<file path="config.mk">
export PLATFORM = sky130hd
export DESIGN_NAME = signal_stats
export DESIGN_NICKNAME = d
export VERILOG_FILES = /design/src/hdl/dds_pkg.sv /design/src/hdl/signal_stats.sv
export SDC_FILE = /design/constraint.sdc
export NUM_CORES = 1
export LEC_CHECK = 0
export BUFFER_PORTS_ARGS = -buffer_cell sky130_fd_sc_hd__buf_4
export CAP_MARGIN = 20
export CORE_ASPECT_RATIO = 1.2
export CORE_MARGIN = 1
export CORE_UTILIZATION = 60
export CTS_BUF_LIST = sky130_fd_sc_hd__clkbuf_8
export CTS_CLUSTER_DIAMETER = 150
export DETAILED_ROUTE_END_ITERATION = 12
export PLACE_DENSITY = 0.95
export SKIP_CTS_REPAIR_TIMING = 1
export SYNTH_ARGS = -nofsm -noshare
export SYNTH_HDL_FRONTEND = slang
export SYNTH_SLANG_ARGS = --single-unit
</file>
<file path="constraint.sdc">
create_clock -name clk -period 4.3 [get_ports clk]
set_input_delay 0.86 -clock clk [delete_from_list [all_inputs] [get_ports clk]]
set_output_delay 0.86 -clock clk [all_outputs]
set_load 0.01 [all_outputs]
</file>
<file path="src/hdl/dds_pkg.sv">
package dds_pkg;

    // datapath widths
    localparam int SAMPLE_W = 8;
    localparam int PHASE_W = 32;
    localparam int TABLE_AW = 8;

    // fractional bits of every gain, 256 is unity
    localparam int GAIN_RADIX = 8;

    // register byte addresses
    localparam logic [31:0] ADDR_OUT_SEL = 32'h00;
    localparam logic [31:0] ADDR_RAW = 32'h04;
    localparam logic [31:0] ADDR_STEP = 32'h08;

    // frequency modulation
    localparam logic [31:0] ADDR_FM_CFG = 32'h0C;
    localparam logic [31:0] ADDR_FM_RAW = 32'h10;
    localparam logic [31:0] ADDR_FM_GAIN = 32'h14;

    // phase modulation
    localparam logic [31:0] ADDR_PM_CFG = 32'h18;
    localparam logic [31:0] ADDR_PM_RAW = 32'h1C;
    localparam logic [31:0] ADDR_PM_GAIN = 32'h20;

    // noise and output scaling
    localparam logic [31:0] ADDR_NOISE_GAIN = 32'h24;
    localparam logic [31:0] ADDR_OUT_GAIN = 32'h28;
    localparam logic [31:0] ADDR_OUT_OFFSET = 32'h2C;

    // write only, address in 15:8 and data in 7:0
    localparam logic [31:0] ADDR_TABLE = 32'h30;

    // statistics
    localparam logic [31:0] ADDR_STAT_CFG = 32'h34;
    localparam logic [31:0] ADDR_STAT_LIMIT = 32'h38;
    localparam logic [31:0] ADDR_STAT_RESULT = 32'h3C;
    localparam logic [31:0] ADDR_STAT_COUNT = 32'h40;

endpackage

</file>
<file path="src/hdl/signal_stats.sv">
`timescale 1ns/1ps

module signal_stats (
    input  logic                                clk,
    input  logic                                arst_n,
    input  logic                                clear,
    input  logic                                enable,
    input  logic signed [dds_pkg::SAMPLE_W-1:0] sample,
    input  logic        [31:0]                  limit,
    output logic signed [dds_pkg::SAMPLE_W-1:0] min,
    output logic signed [dds_pkg::SAMPLE_W-1:0] max,
    output logic        [31:0]                  count
);

    // extremes start at the opposite ends of the range
    localparam logic signed [dds_pkg::SAMPLE_W-1:0] S_MAX =
        {1'b0, {(dds_pkg::SAMPLE_W - 1){1'b1}}};
    localparam logic signed [dds_pkg::SAMPLE_W-1:0] S_MIN =
        {1'b1, {(dds_pkg::SAMPLE_W - 1){1'b0}}};

    logic active;

    assign active = enable && (count < limit);

    always_ff @(posedge clk or negedge arst_n) begin
        if (!arst_n) begin
            min <= S_MAX;
            max <= S_MIN;
            count <= '0;
        end else if (clear) begin
            min <= S_MAX;
            max <= S_MIN;
            count <= '0;
        end else if (active) begin
            if (sample < min) begin
                min <= sample;
            end
            if (sample > max) begin
                max <= sample;
            end
            count <= count + 32'd1;
        end
    end

endmodule

</file>
**Word level (Yosys, flattened, before mapping)**

Index checks and enable logic that the tools add are counted.

- Word-level logic and storage cells: 21
- Output and inout port bits: 48
- Register bits after elaboration: 48
- Input port bits: 44

- Reductions and logical operators: 6
- Magnitude comparators: 3
- $add $sub $neg: 1
- Mux-type cells: 8

Operators with widths:

| cell | number |
|---|---|
| 32-bit 2-to-1 mux | 2 |
| 8-bit 2-to-1 mux | 6 |
| 32-bit by 1-bit adder with 32-bit output (second input constant) | 1 |
| 32-bit less-than comparator | 1 |
| 8-bit > comparator | 1 |
| 8-bit less-than comparator | 1 |
| 2-bit nonzero test | 3 |
| 2-bit AND reduction | 2 |
| 1-bit logical AND | 1 |

**Longest topological paths before layout**

- Word-level depth: 4
- Mapped depth: 11
- Mapped depth without buffers: 9

**Worst setup path before layout**

Ideal clock, no wire load.

- Kind: in2reg
- From: in limit[17]
- To: reg count[27]
- Arrival: 2861 ps
- Buffers on the path: 1
- Data required time: 4222 ps
- Path slack: 1361 ps
- Stages: 10
- Setup time: 78 ps
- Cells stage by stage: inv_1 > ha_1 > a21oi_1 > nor2_1 > a2111oi_2 > o211a_4 > o21ai_4 > buf_6 > or4b_1 > a21oi_1

- Longest elaborated chain between the ends: 3

RTL lines:

| element | line | text |
|---|---|---|
| start, declared | signal_stats.sv:9 | `input logic [31:0] limit,` |
| 32-bit less-than comparator | signal_stats.sv:23 | `assign active = enable && (count < limit);` |
| 1-bit logical AND | signal_stats.sv:23 |  |
| 2-bit nonzero test (no line) | n/a |  |
| end signal, assigned | signal_stats.sv:41 | `count <= count + 32'd1;` |
| end, declared | signal_stats.sv:12 | `output logic [31:0] count` |

Every way passes these cells.
A chain may end at the register's enable or synchronous reset.

**Worst setup path after layout**

- From: in limit[7]
- To: reg count[18]

The elaborated chain is that of the path after synthesis.

==> results.json <==
{
  "synth_edf_count": 0,
  "slew_viol_final": 0,
  "grt_pass1_wl_mm": 15.3,
  "dr.pass1.iters": 4,
  "reg2reg_from": "count[7]",
  "worstHoldPathType": "register to register",
  "vias": 3563,
  "end_kind": "register",
  "yosysMostFrequentCell": "inv_1",
  "power_leakage_nw": 2.20,
  "cts_tree": "built",
  "timing_worst_setup_path_type": "input pin to register",
  "tns_ps": 0,
  "fmax_mhz": 308,
  "fin_crit_ps": 3250,
  "drc": 0,
  "rsz0062_at_grt": "false",
  "worst_ep_arrival_time_ps": 3480,
  "clkSlewWorstSetupHoldPaths_ps": 90,
  "clock_latency_ps": 310,
  "syn_to_final_growth_pct": 23.1,
  "ys_seq_area_frac": 0.337,
  "synth_area_sq_um": 3600,
  "cp.required_ps": 4530,
  "hold_path_startpoint": "min[6]",
  "synth_top_area_cell": "dfrtp_1",
  "grt_use_total": 0.311,
  "detail-route-antenna-nets": 0,
  "antenna_found_initial": 0,
  "grt_pass1_vias": 3506,
  "worstReg2RegEnd": "count[18]",
  "synthesis.nets": 501,
  "maxCapViolations": 0,
  "r2r_slack_ps": 1210,
  "holdPathEnd": "min[6]",
  "numCtsBuffers": 5,
  "pin_count": 92,
  "synth_top_area_frac": 0.278,
  "grt_max_degree": 49,
  "clock-skew-final_ps": 11.1,
  "wl_per_cell_um": 16.4,
  "overflow": 0,
  "die_area_sq_um": 6310,
  "nets": 585,
  "status": "finished clean",
  "hold_violations": 0,
  "ctsHtreeMaxLevel": 2,
  "ir_drop_v": 0.000195,
  "portBuffers": 91,
  "die_w_um": 72.7,
  "cp_max_fo": 28,
  "dp_cells": 567,
  "setup_viol": 0,
  "relSlewSlack": 0.294,
  "core_area_sq_um": 5710,
  "finalCritPeriodShare": 0.756,
  "start_util": 0.631,
  "num_rows": 30,
  "synthTopCellsByCount": "inv_1 (52), ha_1 (47), a21oi_1 (40), dfrtp_1 (40), nand2_1 (29)",
  "reg2reg_depth": 8,
  "synth_cell_types": 45,
  "synthesis.instances": 410,
  "cts_root_buffer": "clkbuf_8",
  "clkSinkCount": 48,
  "synthTopCellsByArea": "dfrtp_1 (28%), ha_1 (16%), dfstp_2 (5.8%)",
  "hold-path-cell-count": 2,
  "wl_mm": 9.44,
  "place_hpwl_mm": 6.93,
  "drive_gt1_frac": 0.238,
  "ys_warn_count": 0,
  "layout.cells.non_filler": 575,
  "drt_iter0_markers": 303,
  "start_kind": "input pin",
  "tightest_slew_ps": 1060,
  "vias_per_cell": 6.20,
  "power.density_nw_per_um2": 233,
  "synth.avg_cell_area_sq_um": 8.78,
  "cts_buffer_depth": 2,
  "die_h_um": 86.8,
  "n_antenna_cell": 0,
  "synthFlopType": "dfrtp_1",
  "place_congestion": 0.837,
  "async_flop_share": 1.00,
  "ys_ff_latch": 48
}
## metal layers
metal,vias up,global-route usage,part of all wire
met2,151,0.568,0.53
met5,-,0,0
met3,27,0.0488,0.058
met4,0,0.139,0.027
li1,1672,-,-
met1,1713,0.353,0.39
## per-stage QoR
stage               hold WS, ps  setup slack [ps]  instance area [sq um]  utilization  total power, mW
finish                      517              1050                   4430        0.776             1.03
global route                550               921                   4430        0.776             1.08
CTS                         521              1070                   4430        0.776             1.03
detailed placement          505               806                   4310        0.755            0.687
global placement            500               949                   4310        0.755            0.675
floorplan                   511              1360                   3600            -            0.596
## cells by family after synthesis
logic type	after synthesis	synth area share
compound gates	104	0.192
xor+xnor	2	0.00487
fa+ha+maj	47	0.163
buf+inv	66	0.0751
flops	48	0.337
mux	10	0.0278
simple gates	133	0.201
## worst max path at each step
stage / startpoint / to / slack [ps] / cells past startpoint
after global placement: limit[21] / count[24] / 950 / 10
after detailed placement: limit[7] / count[18] / 810 / 10
final: limit[7] / count[18] / 1050 / 10
after floorplan: limit[17] / count[27] / 1360 / 10
after CTS: limit[7] / count[18] / 1070 / 10
after global routing: limit[7] / count[26] / 920 / 10
## registers in the layout, indices dropped and copies added, names as in the netlist
signal,flops
max,8
count,32
min,8
## area by class of cell
class	instances	area [sq um]
Multi-Input combinational cell	296	2120
Fill cell	436	1280
Sequential cell	48	1210
Timing Repair Buffer	91	683
Inverter	52	195
Tap cell	80	100
Clock buffer	6	82.6
Clock inverter	2	38.8
## layout by cell type (no fill, tap or decap), types with 3 or more instances in the layout
cell type / instances
a21oi_1: 40
a31oi_1: 9
and4_1: 4
buf_4: 91
clkbuf_8: 6
dfrtp_1: 40
dfstp_2: 8
ha_1: 47
inv_1: 52
mux2i_1: 10
nand2_1: 29
nand2b_1: 5
nand3_1: 11
nand4_1: 9
nor2_1: 27
nor3_1: 11
o211ai_1: 3
o21ai_0: 16
o31ai_1: 15
o41ai_1: 3
or2_2: 3
or3_1: 12
or4_1: 15
or4b_1: 3
## power by group
part / leakage, nW / total (mW) / switching, mW / internal, mW
Sequential: 0.638 / 0.482 / 0.0128 / 0.470
Combinational: 1.50 / 0.198 / 0.107 / 0.0904
Clock: 0.0614 / 0.350 / 0.160 / 0.190
## critical path, stage by stage
cell and delay (ps):
buf_4 70, inv_1 30, ha_1 320, a21oi_1 170, o21ai_0 110, a221oi_1 480, o211a_4 280, o2111ai_4 360
or4_1 630, a21oi_1 170
(Power assumes the default switching activity.)
