## config.mk

```make
export PLATFORM = sky130hd
export DESIGN_NAME = gain_offset_clamp
export DESIGN_NICKNAME = d
export VERILOG_FILES = /design/src/hdl/dds_pkg.sv /design/src/hdl/gain_offset_clamp.sv
export SDC_FILE = /design/constraint.sdc
export NUM_CORES = 1
export LEC_CHECK = 0
export BUFFER_PORTS_ARGS = -buffer_cell sky130_fd_sc_hd__clkbuf_2
export CAP_MARGIN = 5
export CORE_ASPECT_RATIO = 0.5
export CORE_UTILIZATION = 33
export CTS_CLUSTER_DIAMETER = 80
export DETAILED_ROUTE_END_ITERATION = 7
export SYNTH_ARGS = -nofsm -noshare
export SYNTH_HDL_FRONTEND = slang
export SYNTH_SLANG_ARGS = --single-unit
export TNS_END_PERCENT = 50
```

## constraint.sdc

```tcl
create_clock -name clk -period 0.8 [get_ports clk]
set_input_delay 0.08 -clock clk [delete_from_list [all_inputs] [get_ports clk]]
set_output_delay 0.08 -clock clk [all_outputs]
set_load 0.05 [all_outputs]
```

## src/hdl/dds_pkg.sv

```systemverilog
package dds_pkg;

    // datapath widths
    localparam int SAMPLE_W = 8;
    localparam int PHASE_W = 32;
    localparam int TABLE_AW = 8;

    // fractional bits of every gain, 256 is unity
    localparam int GAIN_RADIX = 8;

    // register byte addresses
    localparam logic [31:0] ADDR_OUT_SEL = 32'h00;
    localparam logic [31:0] ADDR_RAW = 32'h04;
    localparam logic [31:0] ADDR_STEP = 32'h08;

    // frequency modulation
    localparam logic [31:0] ADDR_FM_CFG = 32'h0C;
    localparam logic [31:0] ADDR_FM_RAW = 32'h10;
    localparam logic [31:0] ADDR_FM_GAIN = 32'h14;

    // phase modulation
    localparam logic [31:0] ADDR_PM_CFG = 32'h18;
    localparam logic [31:0] ADDR_PM_RAW = 32'h1C;
    localparam logic [31:0] ADDR_PM_GAIN = 32'h20;

    // noise and output scaling
    localparam logic [31:0] ADDR_NOISE_GAIN = 32'h24;
    localparam logic [31:0] ADDR_OUT_GAIN = 32'h28;
    localparam logic [31:0] ADDR_OUT_OFFSET = 32'h2C;

    // write only, address in 15:8 and data in 7:0
    localparam logic [31:0] ADDR_TABLE = 32'h30;

    // statistics
    localparam logic [31:0] ADDR_STAT_CFG = 32'h34;
    localparam logic [31:0] ADDR_STAT_LIMIT = 32'h38;
    localparam logic [31:0] ADDR_STAT_RESULT = 32'h3C;
    localparam logic [31:0] ADDR_STAT_COUNT = 32'h40;

endpackage

```

## src/hdl/gain_offset_clamp.sv

```systemverilog
`timescale 1ns/1ps

module gain_offset_clamp #(
    parameter int IN_WIDTH = 8,
    parameter int GAIN_WIDTH = 16,
    parameter int OFFSET_WIDTH = 8,
    parameter int OUT_WIDTH = 8
) (
    input  logic                           clk,
    input  logic                           arst_n,
    input  logic signed [IN_WIDTH-1:0]     in,
    input  logic signed [GAIN_WIDTH-1:0]   gain,
    input  logic signed [OFFSET_WIDTH-1:0] offset,
    output logic signed [OUT_WIDTH-1:0]    out
);

    localparam int PROD_W = IN_WIDTH + GAIN_WIDTH;
    // one guard bit for the offset addition
    localparam int SUM_W = PROD_W + 1;

    // output range, sign-extended to the sum width
    localparam logic signed [SUM_W-1:0] OUT_MAX =
        {{(SUM_W - OUT_WIDTH + 1){1'b0}}, {(OUT_WIDTH - 1){1'b1}}};
    localparam logic signed [SUM_W-1:0] OUT_MIN =
        {{(SUM_W - OUT_WIDTH + 1){1'b1}}, {(OUT_WIDTH - 1){1'b0}}};

    logic signed [PROD_W-1:0] product;
    logic signed [SUM_W-1:0]  sum;

    always_comb begin
        product = in * gain;
        sum = SUM_W'(product >>> dds_pkg::GAIN_RADIX) + SUM_W'(offset);
    end

    always_ff @(posedge clk or negedge arst_n) begin
        if (!arst_n) begin
            out <= '0;
        end else if (sum > OUT_MAX) begin
            out <= OUT_MAX[OUT_WIDTH-1:0];
        end else if (sum < OUT_MIN) begin
            out <= OUT_MIN[OUT_WIDTH-1:0];
        end else begin
            out <= sum[OUT_WIDTH-1:0];
        end
    end

endmodule

```

Word level (Yosys, flattened, before mapping)
Cells that the tools add are included.

Register bits: 8. Input port bits: 34. Logic and storage cells: 7.

$add $sub $neg: 1. $mul: 1. Magnitude comparators: 2. Mux-type cells: 2.

Operators with widths (count): multiplier 8 x 16 -> 24 bit (1); adder 16 x 8 -> 17 bit (1); > comparator 17 x 8 -> 1 bit (second input constant) (1); < comparator 17 x 8 -> 1 bit (second input constant) (1); 2-to-1 mux 8 bit (2).

Longest topological paths before layout
Word-level depth: 5. Mapped depth: 26. Mapped depth without buffers: 25.

Least setup slack after synthesis
OpenSTA, ideal clock, no wires.

Path type: input-to-reg. Start point: in in[7]. End point: reg out[0]. Arrival: 6106 ps. Data required time: 658 ps. Slack: -5448 ps. Cell stages on the path: 24. Buffers on the path: 1. Path through: inv_1 > clkbuf_1 > nor2_1 > fa_1 > fa_1 > fa_1 > inv_1 > fa_1 > inv_1 > ha_1 > a21o_1 > a221oi_2 > a2bb2oi_2 > a31oi_1 > o41a_1 > xor2_1 > ha_1 > nand2_1 > nor4_1 > o31ai_1 > a31oi_2 > o2111ai_1 > nor4_4 > o221ai_1.

Longest elaborated chain between the ends: 5.

Ends and longest elaborated chain: start: declaration (RTL line gain_offset_clamp.sv:11) `input logic signed [IN_WIDTH-1:0] in,`; multiplier 8 x 16 -> 24 bit * (RTL line gain_offset_clamp.sv:31) `product = in * gain;`; adder 16 x 8 -> 17 bit * (RTL line gain_offset_clamp.sv:32) `sum = SUM_W'(product >>> dds_pkg::GAIN_RADIX) + SUM_W'(offset);`; < comparator 17 x 8 -> 1 bit (RTL line gain_offset_clamp.sv:40) `end else if (sum < OUT_MIN) begin`; 2-to-1 mux 8 bit (RTL line gain_offset_clamp.sv:40); 2-to-1 mux 8 bit * (RTL line gain_offset_clamp.sv:38) `end else if (sum > OUT_MAX) begin`; end signal: assignment (RTL line gain_offset_clamp.sv:39) `out <= OUT_MAX[OUT_WIDTH-1:0];`; end signal: assignment (RTL line gain_offset_clamp.sv:41) `out <= OUT_MIN[OUT_WIDTH-1:0];`; end signal: assignment (RTL line gain_offset_clamp.sv:43) `out <= sum[OUT_WIDTH-1:0];`; end: declaration (RTL line gain_offset_clamp.sv:14) `output logic signed [OUT_WIDTH-1:0] out`.

Every way passes the cells marked *; elsewhere a longest branch is shown, timed or not.

Final worst setup path
Start point: in in[4]. End point: reg out[5].

The elaborated chain is that of the path after synthesis.

==> impl_metrics.ini <==
[synth]
ys_seq_area_share_pct = 3.53
syn-mean-instance-area_um2 = 8.80
yosysWarnings = 0
synth_top_area_share_pct = 36.0
synth_nets = 840
synth-main-ff-cell = dfrtp_1
synth_area_leaders = fa_1 36%, ha_1 13%, and2_1 10%, inv_1 8.7%, dfrtp_1 3.5%
synth_cell_types = 64
ys_seq_elements = 8
synth_largest_area_cell = fa_1
syn-cell-area_mm2 = 0.00567
synth_cells = 644
async_flop_share_pct = 100
synth_edf_count = 0

[layout]
biggestRegsByFlops = out: 8 flops
postLayoutCellArea_mm2 = 0.00803
num_antenna_cells = 0
mostFrequentLayoutCell = buf_4
largest_register_ffs = 8
nFillCells = 1547
layout.nets = 1024
final_cell_mix = 140 x buf_4, 124 x inv_1, 97 x fa_1
regMostFlops = out
area_delta_synth_final_pct = 41.7
drive_above_1_share_pct = 33.9

[critical_path]
critPathKind = in -> reg
crit_fanout = 8
crit_path_start_kind = primary input
arrival_ps = 5900
worstPathRequired_ps = 910
setup.worst_path.end_class = register

[routing]
vias = 4843
drtPass1Iterations = 4
wl_mm = 14.2
wl_per_cell_um = 13.5
ant_nets = 0
via_per_inst = 4.60
drt_iter0_drc = 125
drc = 0

[global_route]
grt_usage_pct = 16.6
grt_overflow = 0
grt_max_degree = 16
grt_pass1_wl_mm = 24.0
antenna_found_initial = 0
grt_pass1_vias = 5043

[timing]
hold_viol = 0
worst_hold_slack_ps = 229
fin_ws_ps = -4990
setup_viol = 16
period_share_pct = 724
slew_headroom_pct = 75.5
drv_slew = 0
rsz0062_at_grt = true
finalCriticalPeriod_ps = 5790
worst_slew_pin_slew_ps = 364
clock.fmax_mhz = 173

[clocking]
cts_num_sinks = 8
clk_pin_slew_ps = 30
clockBufferDepth = 2
cts_buffers = 3
h-tree-depth = 1
root_buffer = clkbuf_16
tritoncts = done

[floorplan]
die_area_mm2 = 0.0177
start_util_pct = 34.1
die_w_um = 187
num_rows = 33
core-area_mm2 = 0.0166
io_pins = 42
die_h_um = 94.7

[place]
dpl_cell_area_mm2 = 0.00723
port_buffers = 41
place_congestion = 0.872
dp_slack_ps = -5510
dp_hpwl_mm = 12.2

[status]
status = finished, violations left
violations = setup timing

[min_path]
min_path_type = in -> async

[run]
max_cap_viol_count = 0
## critical path: stages
cell       delay, ps
buf_12           120
and2_4           160
fa_1             550
fa_2             450
fa_1             560
inv_2             40
fa_1             510
inv_2             50
ha_4             150
a21o_1           200
a221oi_4         360
a2bb2oi_4        210
a31oi_4          110
o41a_1           430
xor2_2           200
buf_4            160
ha_4             170
a211oi_4         210
o21bai_1         120
nand2b_4         160
a2111oi_4        300
o22ai_2          150
nor4_4           150
buf_6            170
o221ai_2         100
## routing by layer
metal	track usage (%)	wire length (µm)
met3	0.780	240
met4	1.57	64
met5	0	0
met1	23.9	7410
met2	28.7	6460
## Yosys cell counts (all sizes together) (2+ instances only)
cell and number:
inv 133, fa 102, and2 92, ha 60
nand2 36, nor2 29, xnor2 19, nor3 16
a21oi 15, o21ai 12, a21o 9, clkbuf 9
nand3 9, dfrtp 8, nand2b 8, o21a 7
o221ai 7, xor2 6, nor4 5, a211oi 4
a31oi 4, and3 4, nand4 4, a2bb2oi 3
and4 3, nand3b 3, o211a 3, a211o 2
a21boi 2, nor2b 2, o2111ai 2, o21bai 2
o22ai 2, o31ai 2, or2 2, or3 2
## metrics by stage
step                      utilization [%]  std cells  TNS (ps)
final                                48.4       1053    -40030
after global routing                 48.4       1053    -42240
after CTS                            46.9       1045    -39800
after detailed placement             43.6       1032    -43800
after global placement               43.6       1032    -43170
after floorplan                         -        644    -39800
## cell families (layout without fill, tap and decap cells)
group | after synthesis | after routing | synth area share (%)
buffers and inverters | 143 | 325 | 9.49
adders and majority gates | 162 | 162 | 49.3
and+or+nand+nor | 218 | 218 | 21.9
AOI/OAI and AO/OA | 88 | 88 | 11.8
xor gates and xnor gates | 25 | 25 | 4.00
DFF | 8 | 8 | 3.53
## path summary, 6_finish.rpt
| kind | endpoint | slack (ps) | from |
|---|---|---|---|
| worst max-delay path | out[5]$_DFF_PN0_ | -4990 | in[4] |
| worst min-delay path | out[3]$_DFF_PN0_ | 230 | arst_n |
| max in group asynchronous | out[2]$_DFF_PN0_ | 400 | arst_n |
| min in group clk | out[0]$_DFF_PN0_ | 270 | offset[0] |
## final cells by class
class                   instances  area [µm²]  share of cell area [%]
well taps                     227         284                    3.54
flip-flops and latches          8         200                    2.49
inverters                     133         509                    6.34
clock buffers                   3        75.1                   0.935
multi-input cells             493        5360                    66.8
repair buffers                189        1600                    19.9
## repair_timing
item | CTS | global route
gates cloned | 0 | 0
setup endpoints to repair | 16 | 16
hold buffers | 1 | 0
setup buffers | 9 | 8
pin swaps | 47 | 25
endpoints found under the hold margin | 8 | 0
gates resized for setup | 87 | 64
Power is left out: the tool's default activity adds up to more than one toggle a clock period on the data nets, which glitch-free logic cannot reach.
