[src/hdl/dds_pkg.sv]
package dds_pkg;

    // datapath widths
    localparam int SAMPLE_W = 8;
    localparam int PHASE_W = 32;
    localparam int TABLE_AW = 8;

    // fractional bits of every gain, 256 is unity
    localparam int GAIN_RADIX = 8;

    // register byte addresses
    localparam logic [31:0] ADDR_OUT_SEL = 32'h00;
    localparam logic [31:0] ADDR_RAW = 32'h04;
    localparam logic [31:0] ADDR_STEP = 32'h08;

    // frequency modulation
    localparam logic [31:0] ADDR_FM_CFG = 32'h0C;
    localparam logic [31:0] ADDR_FM_RAW = 32'h10;
    localparam logic [31:0] ADDR_FM_GAIN = 32'h14;

    // phase modulation
    localparam logic [31:0] ADDR_PM_CFG = 32'h18;
    localparam logic [31:0] ADDR_PM_RAW = 32'h1C;
    localparam logic [31:0] ADDR_PM_GAIN = 32'h20;

    // noise and output scaling
    localparam logic [31:0] ADDR_NOISE_GAIN = 32'h24;
    localparam logic [31:0] ADDR_OUT_GAIN = 32'h28;
    localparam logic [31:0] ADDR_OUT_OFFSET = 32'h2C;

    // write only, address in 15:8 and data in 7:0
    localparam logic [31:0] ADDR_TABLE = 32'h30;

    // statistics
    localparam logic [31:0] ADDR_STAT_CFG = 32'h34;
    localparam logic [31:0] ADDR_STAT_LIMIT = 32'h38;
    localparam logic [31:0] ADDR_STAT_RESULT = 32'h3C;
    localparam logic [31:0] ADDR_STAT_COUNT = 32'h40;

endpackage

[src/hdl/dds_core.sv]
`timescale 1ns/1ps

module dds_core (
    input  logic                                  clk,
    input  logic                                  arst_n,
    input  logic        [dds_pkg::PHASE_W-1:0]    step,
    input  logic signed [dds_pkg::PHASE_W-1:0]    fm_data,
    input  logic signed [dds_pkg::PHASE_W-1:0]    pm_data,
    input  logic                                  table_we,
    input  logic        [dds_pkg::TABLE_AW-1:0]   table_addr,
    input  logic        [dds_pkg::SAMPLE_W-1:0]   table_data,
    output logic signed [dds_pkg::SAMPLE_W-1:0]   wave
);

    localparam int DEPTH = 2 ** dds_pkg::TABLE_AW;

    logic [dds_pkg::SAMPLE_W-1:0] table_mem [DEPTH];
    logic [dds_pkg::PHASE_W-1:0]  phase;
    logic [dds_pkg::TABLE_AW-1:0] rd_addr;

    // frequency modulation rides on top of the step
    always_ff @(posedge clk or negedge arst_n) begin
        if (!arst_n) begin
            phase <= '0;
        end else begin
            phase <= phase + step + fm_data;
        end
    end

    // PM offsets the table index in whole entries
    assign rd_addr = phase[dds_pkg::PHASE_W-1 -: dds_pkg::TABLE_AW]
                   + pm_data[dds_pkg::TABLE_AW-1:0];

    always_ff @(posedge clk) begin
        if (table_we) begin
            table_mem[table_addr] <= table_data;
        end
    end

    // registered read, sample one cycle after the address
    always_ff @(posedge clk or negedge arst_n) begin
        if (!arst_n) begin
            wave <= '0;
        end else begin
            wave <= table_mem[rd_addr];
        end
    end

endmodule

[config.mk]
export PLATFORM = sky130hd
export DESIGN_NAME = dds_core
export DESIGN_NICKNAME = d
export VERILOG_FILES = /design/src/hdl/dds_pkg.sv /design/src/hdl/dds_core.sv
export SDC_FILE = /design/constraint.sdc
export NUM_CORES = 2
export LEC_CHECK = 0
export BUFFER_PORTS_ARGS = -buffer_cell sky130_fd_sc_hd__buf_2
export CORE_MARGIN = 1.5
export CORE_UTILIZATION = 55
export DETAILED_ROUTE_END_ITERATION = 7
export HOLD_SLACK_MARGIN = 0.1
export MAX_ROUTING_LAYER = met4
export PLACE_DENSITY_LB_ADDON = 0.25
export SYNTH_ARGS = -nofsm -noshare
export SYNTH_HDL_FRONTEND = slang
export SYNTH_SLANG_ARGS = --single-unit
[constraint.sdc]
create_clock -name clk -period 6 [get_ports clk]
set_input_delay 0.9 -clock clk [delete_from_list [all_inputs] [get_ports clk]]
set_output_delay 0.9 -clock clk [all_outputs]
set_load 0.01 [all_outputs]
* Word-level counts from Yosys, hierarchy flattened
Memory sizes are Yosys's and may differ from the RTL's. A register that Yosys moved wholly into a read port is not among the register bits.
Cells that the tools add are included.
Widths: inputs -> output; s select.
** Storage, ports and cells
- Register bits :: 32
- Bits in writable memories :: 2048
- Bits of input ports :: 115
- Output and inout bits :: 8
- Logic and storage cells :: 8
- Memories :: 1
** Operators by class
- Add/subtract/negate cells :: 3
- Mux-type cells :: 2
- Reductions and logical operators :: 1
** Memories
- table_mem :: words 256, width 8, read ports 1, clocked after Yosys merged registers in 1, wr ports 1, RTL line dds_core.sv:17 : logic [dds_pkg::SAMPLE_W-1:0] table_mem [DEPTH];
** Operators with widths (number)
- $add 32x32->32 :: 2
- $add 8x8->8 :: 1
- $mux 1 :: 2
- $logic_not 1->1 :: 1

* Logic depth before layout (Yosys ltp)
- Depth after elaboration :: 2
- Mapped depth :: 13
- Gate-level depth less buffers :: 13

* Least setup slack after synthesis
OpenSTA, ideal clock, no wires.
- Path type :: input port to flip-flop
- From :: in step[1] (netlist bit)
- To :: reg phase[29] (netlist bit)
- Library setup time :: 0.141 ns
- Data arrival time :: 3.836 ns
- Data required time :: 5.859 ns
- Slack :: 2.023 ns
- Stages on the path :: 11
- Buffers on the path :: 0
- Path through :: fa_1 ha_1 fa_1 a211o_1 a2111oi_0 nor2_1 a21boi_2 a21oi_1 a311oi_1 o41ai_1 xor2_1
** On the way
- Word-level cells in the longest chain between the ends :: 2
** Ends and longest elaborated chain
- from (decl) :: RTL line dds_core.sv:6 : input logic [dds_pkg::PHASE_W-1:0] step,
- $add 32x32->32 (2 in a row) :: RTL line dds_core.sv:26 : phase <= phase + step + fm_data;
- to (signal assigned) :: RTL line dds_core.sv:26
- to (decl) :: RTL line dds_core.sv:18 : logic [dds_pkg::PHASE_W-1:0] phase;
Every way passes these cells.

* Worst setup path after layout
- From :: reg phase[24] (netlist bit)
- To :: reg wave[7] (netlist bit) (read register of table_mem)
** On the way
- Word-level cells in the longest chain between the ends :: 1
** Ends and longest elaborated chain
- $add 8x8->8 :: RTL line dds_core.sv:32 : + pm_data[dds_pkg::TABLE_AW-1:0];
- to (decl) :: RTL line dds_core.sv:12 : output logic signed [dds_pkg::SAMPLE_W-1:0] wave
Every way passes these cells.

==> results.json <==
{
  "outcome": "complete, no violations",
  "ctsResizeCount": 0,
  "hold_buffers": 0,
  "critical_path_arrival_ns": 5.23,
  "postSynth.asyncResetShare_pct": 1.92,
  "grt_overflow": 0,
  "synthToLayoutAreaGrowth_pct": 11.3,
  "regToRegSetupSlack_ns": 1.48,
  "core.rowCount": 142,
  "irDropWorstVdd_mv": 0.377,
  "place.port_buffers": 98,
  "power_uw": 47000,
  "detailedRoute.firstIterationViolations": 4872,
  "timing.final.setup_violations": 0,
  "avgSynthCellArea_um2": 20.8,
  "synth_ff_type": "sky130_fd_sc_hd__edfxtp_1",
  "timing.critical_path.to_type": "flop",
  "worstReg2RegStart": "phase[24]",
  "dieHeight_um": 392,
  "power-per-cell-area_nw_per_um2": 508,
  "synth-edff-count": 2048,
  "synthesis.area_um2": 83100,
  "nets": 4369,
  "htree_num_levels": 4,
  "critical_path.startpoint_type": "flop",
  "postSynthNetCount": 4188,
  "cts_buffers": 202,
  "final_min_period_over_clock_period_pct": 75.3,
  "fp.coreArea_um2": 150000,
  "clock_insertion_delay_worst_skew_ns": 0.83,
  "fp.dieW_um": 392,
  "slew_viol_final": 0,
  "worst_r2r_endpoint": "wave[7]",
  "route.antenna.remaining_nets": 0,
  "grt_setup_unrepaired": "no",
  "fin_setup_tns_ns": 0,
  "clk_skew_ns": 0.0425,
  "global_route.usage.met2_pct": 40.3,
  "report.final.hold_viol_count": 0,
  "globalplace.congestion": 0.910,
  "die_area_um2": 153000,
  "setup.worst_path.class": "flop to flop",
  "leak_pwr_uw": 0.0290,
  "critical_path.endpoint": "wave[7]",
  "dp_cells": 5996,
  "grt_first_pass_wirelength_mm": 279,
  "drc": 0,
  "worstMarginPinSlew_ns": 1.29,
  "timing.fmax_ghz": 0.221,
  "yosys.cell_types.count": 68,
  "cp_max_fo": 19,
  "clk_pin_slew_ns": 0.07,
  "shortest_clock_period_the_worst_path_allows_after_layout_ns": 4.52,
  "timing.critical_path.required_ns": 6.71,
  "routed_wire_length_per_instance_um": 30.0,
  "layout_common_cells": "sky130_fd_sc_hd__edfxtp_1, sky130_fd_sc_hd__mux4_2, sky130_fd_sc_hd__nor2_1, sky130_fd_sc_hd__nand2_1, sky130_fd_sc_hd__clkbuf_16",
  "fill_cell_count": 10300,
  "tritoncts": "yes",
  "drt_wl_total_mm": 191,
  "via_count_of_the_first_global_routing_pass": 40900,
  "proportion_of_synthesized_chip_area_in_sequential_cells_pct": 75.2,
  "route.detailed.vias_per_inst": 6.35,
  "clock_sinks": 2088,
  "cell_count_after_synthesis": 4003,
  "top_usage_layer": "met2",
  "initial_utilization_pct": 55.4,
  "timing.critical_path.from": "phase[24]",
  "max-slew-margin-rel_pct": 14.1,
  "clk_path_buf_depth": 3,
  "dp_hpwl_mm": 115,
  "vias": 40500,
  "timing.reg2reg.worst_path_depth": 11,
  "final-instance-count-excl-fill": 6375,
  "cts_post_setup_buffers_inserted": 0,
  "grtUsageMet3_pct": 5.55,
  "cts_root_buf": "sky130_fd_sc_hd__clkbuf_16",
  "groute.usage.overall_pct": 26.2,
  "design.portCount": 123,
  "grt_max_degree": 193,
  "max_cap_viol_count": 0,
  "mostFrequentLayoutCell": "sky130_fd_sc_hd__edfxtp_1",
  "postSynthRegisterBits": 2088,
  "min_path_type": "input pin to async pin",
  "met1_usage_pct": 35.8,
  "yosys_warning_total": 0,
  "antenna_violations_before_repair": 10,
  "drt_pre_antenna_iters": 8,
  "final_layout_size_suffix_gt1_share_pct": 24.6
}
[cell type report]
cell class                 instances  area [um2]  area share (%)
timing repair buffer             201        1660            1.79
clock inverter                   110         883           0.955
tap                             2016        2520            2.73
antenna                           13        32.5          0.0352
clock buffer                     256        5350            5.78
sequential                      2088       62500            67.5
inverter                          11        41.3          0.0446
multi-input combinational       1680       19600            21.1
[worst min-delay path by stage]
stage	endpoint	start	cells after the start
after floorplan	phase[0]	arst_n	0
after global placement	phase[0]	phase[0]	3
after detailed placement	phase[0]	phase[0]	3
after CTS	phase[8]	arst_n	2
after global routing	phase[2]	arst_n	2
final	phase[8]	arst_n	2
[per-stage QoR]
step | utilization (%) | setup slack (ns) | hold slack, ns | instance area (um2)
5_1_grt | 61.7 | 1.44 | 0.219 | 92500
3_5_place_dp | 57.5 | 1.02 | 0.638 | 86300
2_1_floorplan | - | 2.02 | 0.604 | 83100
3_3_place_gp | 57.5 | 1.03 | 0.638 | 86300
6_report | 61.7 | 1.48 | 0.198 | 92500
4_1_cts | 61.7 | 1.60 | 0.169 | 92500
[kinds of logic (layout without fill, tap and decap cells)]
logic type      Yosys count  after routing  share of synthesized area [%]
fa+ha+maj                70             70                           1.35
xor+xnor                 37             37                          0.390
other cells               0             13                              0
flops                  2088           2088                           75.2
buf+inv                 235            578                           1.38
compound gates          228            228                           1.88
mux                     603            603                           15.9
simple gates            742            742                           3.87
[per-layer routing]
layer | vias to the layer above | share of wire (%)
met5 | - | 0
met4 | 0 | 2.9
met3 | 316 | 9.0
met2 | 1925 | 49
met1 | 21400 | 39
li1 | 16900 | -
[critical path, stage by stage, from the launching register on]
cell                       delay [ns]
sky130_fd_sc_hd__dfrtp_1         0.42
sky130_fd_sc_hd__ha_4            0.19
sky130_fd_sc_hd__fa_4            1.12
sky130_fd_sc_hd__buf_4           0.35
sky130_fd_sc_hd__mux4_2          0.34
sky130_fd_sc_hd__nor2_1          0.10
sky130_fd_sc_hd__nor2_1          0.08
sky130_fd_sc_hd__o21ai_0         0.50
sky130_fd_sc_hd__o211ai_1        0.35
sky130_fd_sc_hd__a21oi_1         0.57
sky130_fd_sc_hd__a31oi_1         0.14
sky130_fd_sc_hd__and4b_1         0.24
[power breakdown]
part | switching (uW) | internal [uW]
sequential | 125 | 16200
clock | 5240 | 6830
combinational | 10600 | 7920
[flip-flops by register name, summed over array words and instances (netlist names)]
register and flops:
phase 32, table_mem 2048, wave 8
[Yosys cell counts (all sizes together), types with 3 or more instances]
cell / count / area, um2
buf: 111 / 678
or2: 3 / 18.8
o21a: 6 / 45.0
nor3: 9 / 55.1
ha: 37 / 463
nand3: 72 / 360
fa: 33 / 661
a221oi: 9 / 78.8
or3: 3 / 23.8
a2bb2oi: 10 / 87.6
mux4: 577 / 13000
xnor2: 23 / 201
a21oi: 47 / 235
and2: 17 / 106
a211o: 4 / 35.0
a311oi: 3 / 26.3
o31ai: 3 / 22.5
o21bai: 3 / 22.5
inv: 11 / 41.3
clkbuf: 113 / 424
o21ai: 43 / 215
a21o: 13 / 97.6
edfxtp: 2048 / 61500
nand4: 39 / 244
a31oi: 18 / 113
and4: 3 / 26.3
nor2: 316 / 1200
o211ai: 12 / 90.1
dfrtp: 40 / 1000
a22oi: 7 / 52.6
a211oi: 12 / 90.1
and4b: 6 / 60.1
a311o: 9 / 90.1
mux2i: 26 / 260
nand2b: 3 / 18.8
a2111oi: 6 / 58.8
nor2b: 13 / 81.3
nand2: 246 / 931
and3: 7 / 48.8
xor2: 14 / 123
a31o: 13 / 114
Note: power is estimated with default switching activity, not from simulation.
