File: src/hdl/prbs_gen.sv
`timescale 1ns/1ps

module prbs_gen (
    input  logic       clk,
    input  logic       arst_n,
    output logic [7:0] noise
);

    // x^8+x^6+x^5+x^4+1 in Galois form
    localparam logic [7:0] TAPS = 8'hB8;

    logic [7:0] lfsr;
    logic [7:0] lfsr_next;

    always_comb begin
        lfsr_next = {1'b0, lfsr[7:1]};
        if (lfsr[0]) begin
            lfsr_next = lfsr_next ^ TAPS;
        end
    end

    // all-ones seed, never reaches the zero lock-up state
    always_ff @(posedge clk or negedge arst_n) begin
        if (!arst_n) begin
            lfsr <= 8'hFF;
        end else begin
            lfsr <= lfsr_next;
        end
    end

    assign noise = lfsr;

endmodule

File: config.mk
export PLATFORM = sky130hd
export DESIGN_NAME = prbs_gen
export DESIGN_NICKNAME = d
export VERILOG_FILES = /design/src/hdl/prbs_gen.sv
export SDC_FILE = /design/constraint.sdc
export NUM_CORES = 1
export LEC_CHECK = 0
export ABC_CLOCK_PERIOD_IN_PS = 1400
export CORE_AREA = 8 8 45 47
export DETAILED_ROUTE_END_ITERATION = 10
export DIE_AREA = 0 0 53 55
export DONT_BUFFER_PORTS = 1
export GPL_ROUTABILITY_DRIVEN = 1
export SYNTH_ARGS = -nofsm -noshare
export SYNTH_HDL_FRONTEND = slang
export SYNTH_SLANG_ARGS = --single-unit
export TNS_END_PERCENT = 20
File: constraint.sdc
create_clock -name clk -period 1.4 [get_ports clk]
set_input_delay 0.07 -clock clk [delete_from_list [all_inputs] [get_ports clk]]
set_output_delay 0.07 -clock clk [all_outputs]
set_load 0.02 [all_outputs]
Yosys cells after proc, flatten, opt, wreduce, memory -nomap -nowiden

Cells that the tools add are included.

Logic and storage cells: 3
Register bits after elaboration: 8

Muxes and demuxes: 1
Bitwise gates (word level): 1

Operators with widths:

| operator  | count |
|---|---|
| $mux 8    | 1 |
| $not 3->4 | 1 |

Longest topological paths before layout

Gate-level depths: netlist of the first run.

Depth after elaboration: 2
Mapped depth: 1
Mapped depth without buffers: 1

Worst setup path after synthesis of the first run

Ideal clock, no wire load.

Path kind: flip-flop to flip-flop
From: register lfsr[4], in the netlist noise[4]
To: register lfsr[3], in the netlist noise[3]
Arrival time: 718 ps
Stages on the path, launching flop included: 2
Setup slack: 607 ps
Period minus slack after synthesis: 793 ps
Data required time: 1,325 ps
Path through: dfstp_2 > xor2_1

Longest elaborated chain between the ends: 2

RTL lines:

| what                       | RTL line | text |
|---|---|---|
| from (decl)                | 12       | `logic [7:0] lfsr;` |
| from (signal assigned)     | 27       | `lfsr <= lfsr_next;` |
| $not 3->4 (no source line) | n/a      |  |
| $mux 8 (*)                 | 17       | `if (lfsr[0]) begin` |
| named net lfsr_next[3]     | 13       | `logic [7:0] lfsr_next;` |

The timed path passes the listed nets; every way through them passes the cells marked *.

Worst setup path in the final report of the first run

From: register lfsr[0], in the netlist noise[0]
To: output port noise[0]

RTL lines:

| what      | RTL line | text |
|---|---|---|
| to (decl) | 6        | `output logic [7:0] noise` |

No word-level cell between the ends.

==> reports/qor.txt, run 1 <==
result of the run: completed
Primary FF master, synth: dfstp_2
Via density: 3.55
core footprint: 0.00138 mm²
Tightest Pin Transition: 0.339 ns
most frequent cells after synthesis: 8 x dfstp_2, 5 x buf_4, 3 x xor2_1
DRT iter0 DRCs: 1
RD Place Congestion: 0.586
Starting Density: 0.198
max frequency: 1040 MHz
synthesized area: 274 µm²
biggest fanout along the worst timing path: 5
Core Util, Final: 0.209
Leakage Power: 0.000129 µW
largest family of logic cells by synthesized area: buffers and inverters
source-to-sink clock delay at the later pin of the worst-skew pair: 0.25 ns
number of levels in the clock H-tree: 1
Peak VDD IR: 0.191 mV
top cell type's share of synthesized area: 0.767
post-synthesis compound-gate area fraction: 0
top-count cell post-synth: dfstp_2
Die Span Y: 55 µm
Ant. Diodes: 0
top post-synthesis cells by area: dfstp_2 77%, buf_4 14%, xor2_1 9.6%
final hold violation count: 0
wire length reported by the detailed router: 483 µm
global-route wire length before repair: 724 µm
share of the synthesized netlist area taken by xor and xnor gates: 0.0959
Sw Pwr: 75.4 µW
number of synthesized register bits: 8
proportion of synthesized area in mux cells: 0
Switching Fraction: 0.185
number of flip-flops under the largest register name: 8
most area-hungry cell type in the Yosys netlist: dfstp_2
number of antenna-violating nets in the routed design: 0
post-route setup slack: 0.437 ns
adder-cell share of the synthesized area: 0
number of global-route vias before repair: 137
CTS buffer count: 3
horizontal extent of the die: 53 µm
final worst path period need: 0.963 ns
final design instance area without fill: 289 µm²
Total Power: 408 µW
count of different cell masters after synthesis: 3
CTS sink cnt: 8
Setup Slack @ Placement: 0.504 ns
part of the cycle the worst path needs: 0.688
worst setup path category: register to output port
RSZ-0062 raised after global routing: no
Comb pwr share: 0.014
total number of vias: 110
Critical Path Source Type: register
clock tree from TritonCTS: built
hpwl dp: 364 µm
initial antenna violation count: 0
layout net count: 19
total die area: 0.00292 mm²
cell-internal power: 332 µW
count of maximum capacitance violations: 0
register clock-pin slew on the reported worst setup and hold paths: 0.05 ns
count of mapped cells out of synthesis: 16
overall global routing resource usage: 0.0418
count of flip-flops with a built-in enable after synthesis: 0
largest net degree at the start of global routing: 9
simple-gate area share of the yosys netlist: 0
placed instance area: 256 µm²
post-CTS setup buffers: 0
cell at the root of the clock tree: clkbuf_4
GR Overflow Total: 0
setup TNS: 0 ns
required time of the worst setup path: 1.33 ns
type of destination of the critical path: output port
final setup violation count: 0
clock skew: 0.00280 ns
PD cells: 1410 mW/mm²
Mean Syn Cell Area: 17.1 µm²
buffer levels on the longest clock path: 2
fraction of power consumed by the clock network: 0.415
FFs w/ async S/R, synth: 1.00
sequential-to-total area share from yosys stat: 0.767
Port Buffers: 0
number of I/O pins: 10
worst-case register-to-register setup slack: 0.48 ns
Final Max Tran Viols: 0
Post-Synthesis Net Count: 18
Synth Warn #: 0
DR WL/cell: 15.6 µm
post-cts resize count: 0
DRC violation count after routing: 0
Reg power frac: 0.571
worst endpoint data arrival time: 0.89 ns
Max-Slew Margin vs Limit: 0.773
class of the worst hold path: register to register
share of cells above drive strength 1: 0.733
floorplan row count: 14
Pre-antenna DRT Iters: 2
layout overhead on the synthesized area: 5.48%
logic make-up after synthesis:
group / count (synthesis)
flops: 8
buf+inv: 5
xor+xnor: 3
cell usage in the layout, fill, tap and decap left out:
cell	instances
dfstp_2	8
xor2_1	3
clkbuf_4	3
dlygate4sd3_1	1
through the flow:
stage | hold slack, ns | instances
6_report | 0.414 | 31
5_1_grt | 0.417 | 31
4_1_cts | 0.418 | 31
3_5_place_dp | -0.0772 | 27
3_3_place_gp | -0.0772 | 27
2_1_floorplan | -0.0778 | 16
repair_timing:
item	4_1_cts	5_1_grt
hold buffers	1	0
setup endpoints to repair	0	0
endpoints found under the hold margin	8	0
cell type report:
| type | count | area [µm²] |
|---|---|---|
| fillers | 151 | 1090 |
| well taps | 16 | 20.0 |
| clock buffers | 3 | 22.5 |
| repair buffers | 1 | 10.0 |
| flip-flops and latches | 8 | 210 |
| multi-input cells | 3 | 26.3 |
power by group through the flow:
stage                     Combinational [µW]  Sequential, µW  Clock, µW
after floorplan                    0.0000559             236          0
after global placement             0.0000286             236          0
after detailed placement           0.0000286             236          0
after CTS                               6.16             233        180
after global routing                    6.69             232        190
final                                   5.87             233        169
per-layer routing:
layer	up-vias	wire, µm	GRT usage
met3	2	153	0.0561
met4	0	6	0.0647
met2	10	160	0.0371
met1	57	162	0.0325
li1	41	-	-
met5	-	0	0
path summary, 6_finish.rpt:
kind	cells after the start	start	to
min	0	noise[2]	noise[1]
max	0	noise[0]	noise[0]
min in group asynchronous	1	arst_n	noise[0]
min reg2reg	0	noise[2]	noise[1]
max in group asynchronous	1	arst_n	noise[7]
max reg2reg	1	noise[0]	noise[3]
No activity file was read; power rests on OpenSTA's default activity.
==> run 2, diff against run 1 <==
--- a/config.mk
+++ b/config.mk
@@ -5,7 +5,8 @@
 export SDC_FILE = /design/constraint.sdc
 export NUM_CORES = 1
 export LEC_CHECK = 0
-export ABC_CLOCK_PERIOD_IN_PS = 1400
+export ABC_AREA = 1
+export ABC_CLOCK_PERIOD_IN_PS = 800
 export CORE_AREA = 8 8 45 47
 export DETAILED_ROUTE_END_ITERATION = 10
 export DIE_AREA = 0 0 53 55
==> constraint.sdc (replaced) <==
create_clock -name clk -period 0.8 [get_ports clk]
set_input_delay 0.04 -clock clk [delete_from_list [all_inputs] [get_ports clk]]
set_output_delay 0.04 -clock clk [all_outputs]
set_load 0.02 [all_outputs]
==> reports/qor.txt, run 2 <==
result of the run: finished, violations left
DRC violation count after routing: 0 (unchanged)
Setup Slack @ Placement: -0.0188 ns (-0.523 ns)
PD cells: 1850 mW/mm² (+31%)
most area-hungry cell type in the Yosys netlist: dfstp_2
count of flip-flops with a built-in enable after synthesis: 0 (unchanged)
top library cells by usage in the layout, fill and taps aside: 9 x nand2_1, 8 x dfstp_2, 4 x buf_6, 4 x buf_4
Via density: 3.78 (+6.4%)
number of cells traversed by the worst register-to-register path: 4 (+3)
worst setup path category: register to output port
total die area: 0.00292 mm² (unchanged)
Peak VDD IR: 0.794 mV (+320%)
most frequent cells after synthesis: 9 x nand2_1, 8 x dfstp_2, 5 x buf_4, 3 x inv_1, 1 x inv_2
top-count cell post-synth: nand2_1
GR Overflow Total: 0 (unchanged)
critical register-to-register path startpoint: noise[0]
RSZ-0062 raised after global routing: yes
part of the cycle the worst path needs: 1.18
CP max-delay cell: dfstp_2
Buffers & Inverters on Critical Path: 1
placed instance area: 309 µm² (+20%)
total number of vias: 185 (+68%)
count of mapped cells out of synthesis: 26 (+10)
number of flip-flops under the largest register name: 8 (unchanged)
worst-case register-to-register setup slack: -0.09 ns (-0.57 ns)
sequential-to-total area share from yosys stat: 0.709 (-0.0583)
layout overhead on the synthesized area: 30.4%
final worst path period need: 0.943 ns
Port Buffers: 0 (unchanged)
number of synthesized register bits: 8 (unchanged)
Post-Synthesis Net Count: 28 (+10)
initial antenna violation count: 0 (unchanged)
Ant. Diodes: 0 (unchanged)
number of antenna-violating nets in the routed design: 0 (unchanged)
Leakage Power: 0.000173 µW (+34%)
largest delay contributor family on the critical path: flip-flops
Mean Syn Cell Area: 11.4 µm² (-33%)
FFs w/ async S/R, synth: 1.00 (unchanged)
required time of the worst setup path: 0.76 ns (-0.57 ns)
RD Place Congestion: 0.632 (+7.8%)
top cell type's share of synthesized area: 0.709 (-0.0583)
top post-synthesis cells by area: dfstp_2 71%, buf_4 13%, nand2_1 11%
final design instance area without fill: 387 µm² (+34%)
overall global routing resource usage: 0.0473 (+0.00552)
Starting Density: 0.214 (+0.0163)
floorplan row count: 14 (unchanged)
final setup violation count: 11 (+11)
Max-Slew Margin vs Limit: 0.761 (-0.0120)
buffer levels on the longest clock path: 2 (unchanged)
horizontal extent of the die: 53 µm (unchanged)
register clock-pin slew on the reported worst setup and hold paths: 0.05 ns (about the same)
wire length reported by the detailed router: 603 µm (+25%)
violations in the final reports: negative setup slack
CTS buffer count: 3 (unchanged)
count of maximum capacitance violations: 0 (unchanged)
most common cell after layout, fill and taps aside: nand2_1
synthesized area: 297 µm² (+8.2%)
number of I/O pins: 10 (unchanged)
Core Util, Final: 0.279 (+0.0705)
share of cells above drive strength 1: 0.606 (-0.127)
type of destination of the critical path: output port
Max stage delay on crit path: 0.54 ns
number of levels in the clock H-tree: 1 (unchanged)
clock skew: 0.00278 ns (-0.0000147 ns)
final hold violation count: 0 (unchanged)
DRT iter0 DRCs: 1 (unchanged)
source-to-sink clock delay at the later pin of the worst-skew pair: 0.25 ns (about the same)
Final Max Tran Viols: 0 (unchanged)
global-route wire length before repair: 910 µm (+26%)
class of the worst hold path: primary input to async pin
number of global-route vias before repair: 190 (+39%)
# fillers: 148 (-2.0%)
CTS sink cnt: 8 (unchanged)
Die Span Y: 55 µm (unchanged)
CP Cell Sequence: buf_6
DR WL/cell: 12.3 µm (-21%)
hpwl dp: 404 µm (+11%)
core footprint: 0.00138 mm² (unchanged)
biggest fanout along the worst timing path: 2 (-3)
Synth Warn #: 0 (unchanged)
start point of the critical path: noise[4]
clock tree from TritonCTS: built
cell at the root of the clock tree: clkbuf_4
largest net degree at the start of global routing: 9 (unchanged)
count of different cell masters after synthesis: 5 (+2)
post-route setup slack: -0.143 ns (-0.580 ns)
max frequency: 1060 MHz
Tightest Pin Transition: 0.357 ns (+0.0180 ns)
Pre-antenna DRT Iters: 4 (+2)
worst reg2reg endpoint: noise[5]
worst endpoint data arrival time: 0.90 ns (about the same)
Critical Path Source Type: register
Primary FF master, synth: dfstp_2
layout net count: 37 (+18)
==> run 2: cell count changes after synthesis <==
cell and delta:
nand2_1 +9, inv_1 +3, xor2_1 -3, inv_2 +1
==> run 2: cell families (layout without fill, tap and decap cells) <==
kind of cell / Yosys count / count (layout) / share of synthesized area
and+or+nand+nor: 9 / 9 / 0.114
DFF: 8 / 8 / 0.709
buffers and inverters: 9 / 16 / 0.177
==> run 2: repair_timing <==
| action | 4_1_cts | 5_1_grt |
|---|---|---|
| cloned | 0 | 0 |
| pin swaps | 0 | 0 |
| setup endpoints to repair | 11 | 11 |
| hold endpoints to repair | 8 | 0 |
| resized for setup | 4 | 0 |
| hold buffers | 1 | 0 |
| buffers inserted | 4 | 0 |
==> run 2: power breakdown <==
group	internal (µW)	total, µW	switching (µW)	leakage (µW)
sequential	407	407	0	0.0000825
combinational	3.36	10.7	7.29	0.0000769
clock	171	299	128	0.0000138
total	582	717	135	0.000173
==> run 2: layout make-up <==
cell class	instances	area [µm²]	area share
clock buffers	3	22.5	0.0583
inverters	4	15.0	0.0388
multi-input cells	9	33.8	0.0874
flip-flops and latches	8	210	0.544
well taps	16	20.0	0.0518
repair buffers	9	85.1	0.220
==> run 2: worst reg2reg max path, stage by stage, from the launching register on <==
cell and delay (ns):
dfstp_2 0.53, buf_4 0.14, inv_2 0.05, nand2_1 0.05
nand2_1 0.06
==> run 2: per-stage QoR <==
stage	power [µW]	hold WS [ns]	setup TNS, ns	instances
2_1_floorplan	413	-0.108	0	26
3_3_place_gp	413	-0.107	-0.00198	41
3_5_place_dp	413	-0.107	-0.0383	41
4_1_cts	740	0.416	-1.23	49
5_1_grt	766	0.420	-1.57	49
6_report	717	0.410	-1.13	49
==> run 2: worst max path at each step <==
stage	end	slack [ns]	depth (start not counted)
finish	noise[4]	-0.14	1
floorplan	noise[4]	0.01	3
detailed placement	noise[5]	-0.02	3
global placement	noise[3]	-0.002	3
CTS	noise[4]	-0.15	1
global route	noise[4]	-0.18	1
==> run 2: metal layers <==
metal  up-vias  global-route usage  wire length, µm
li1         84                   -                -
met1        91              0.0480              219
met2        10              0.0566              273
met3         0              0.0615              110
met4         0              0.0129                0
met5         -                   0                0
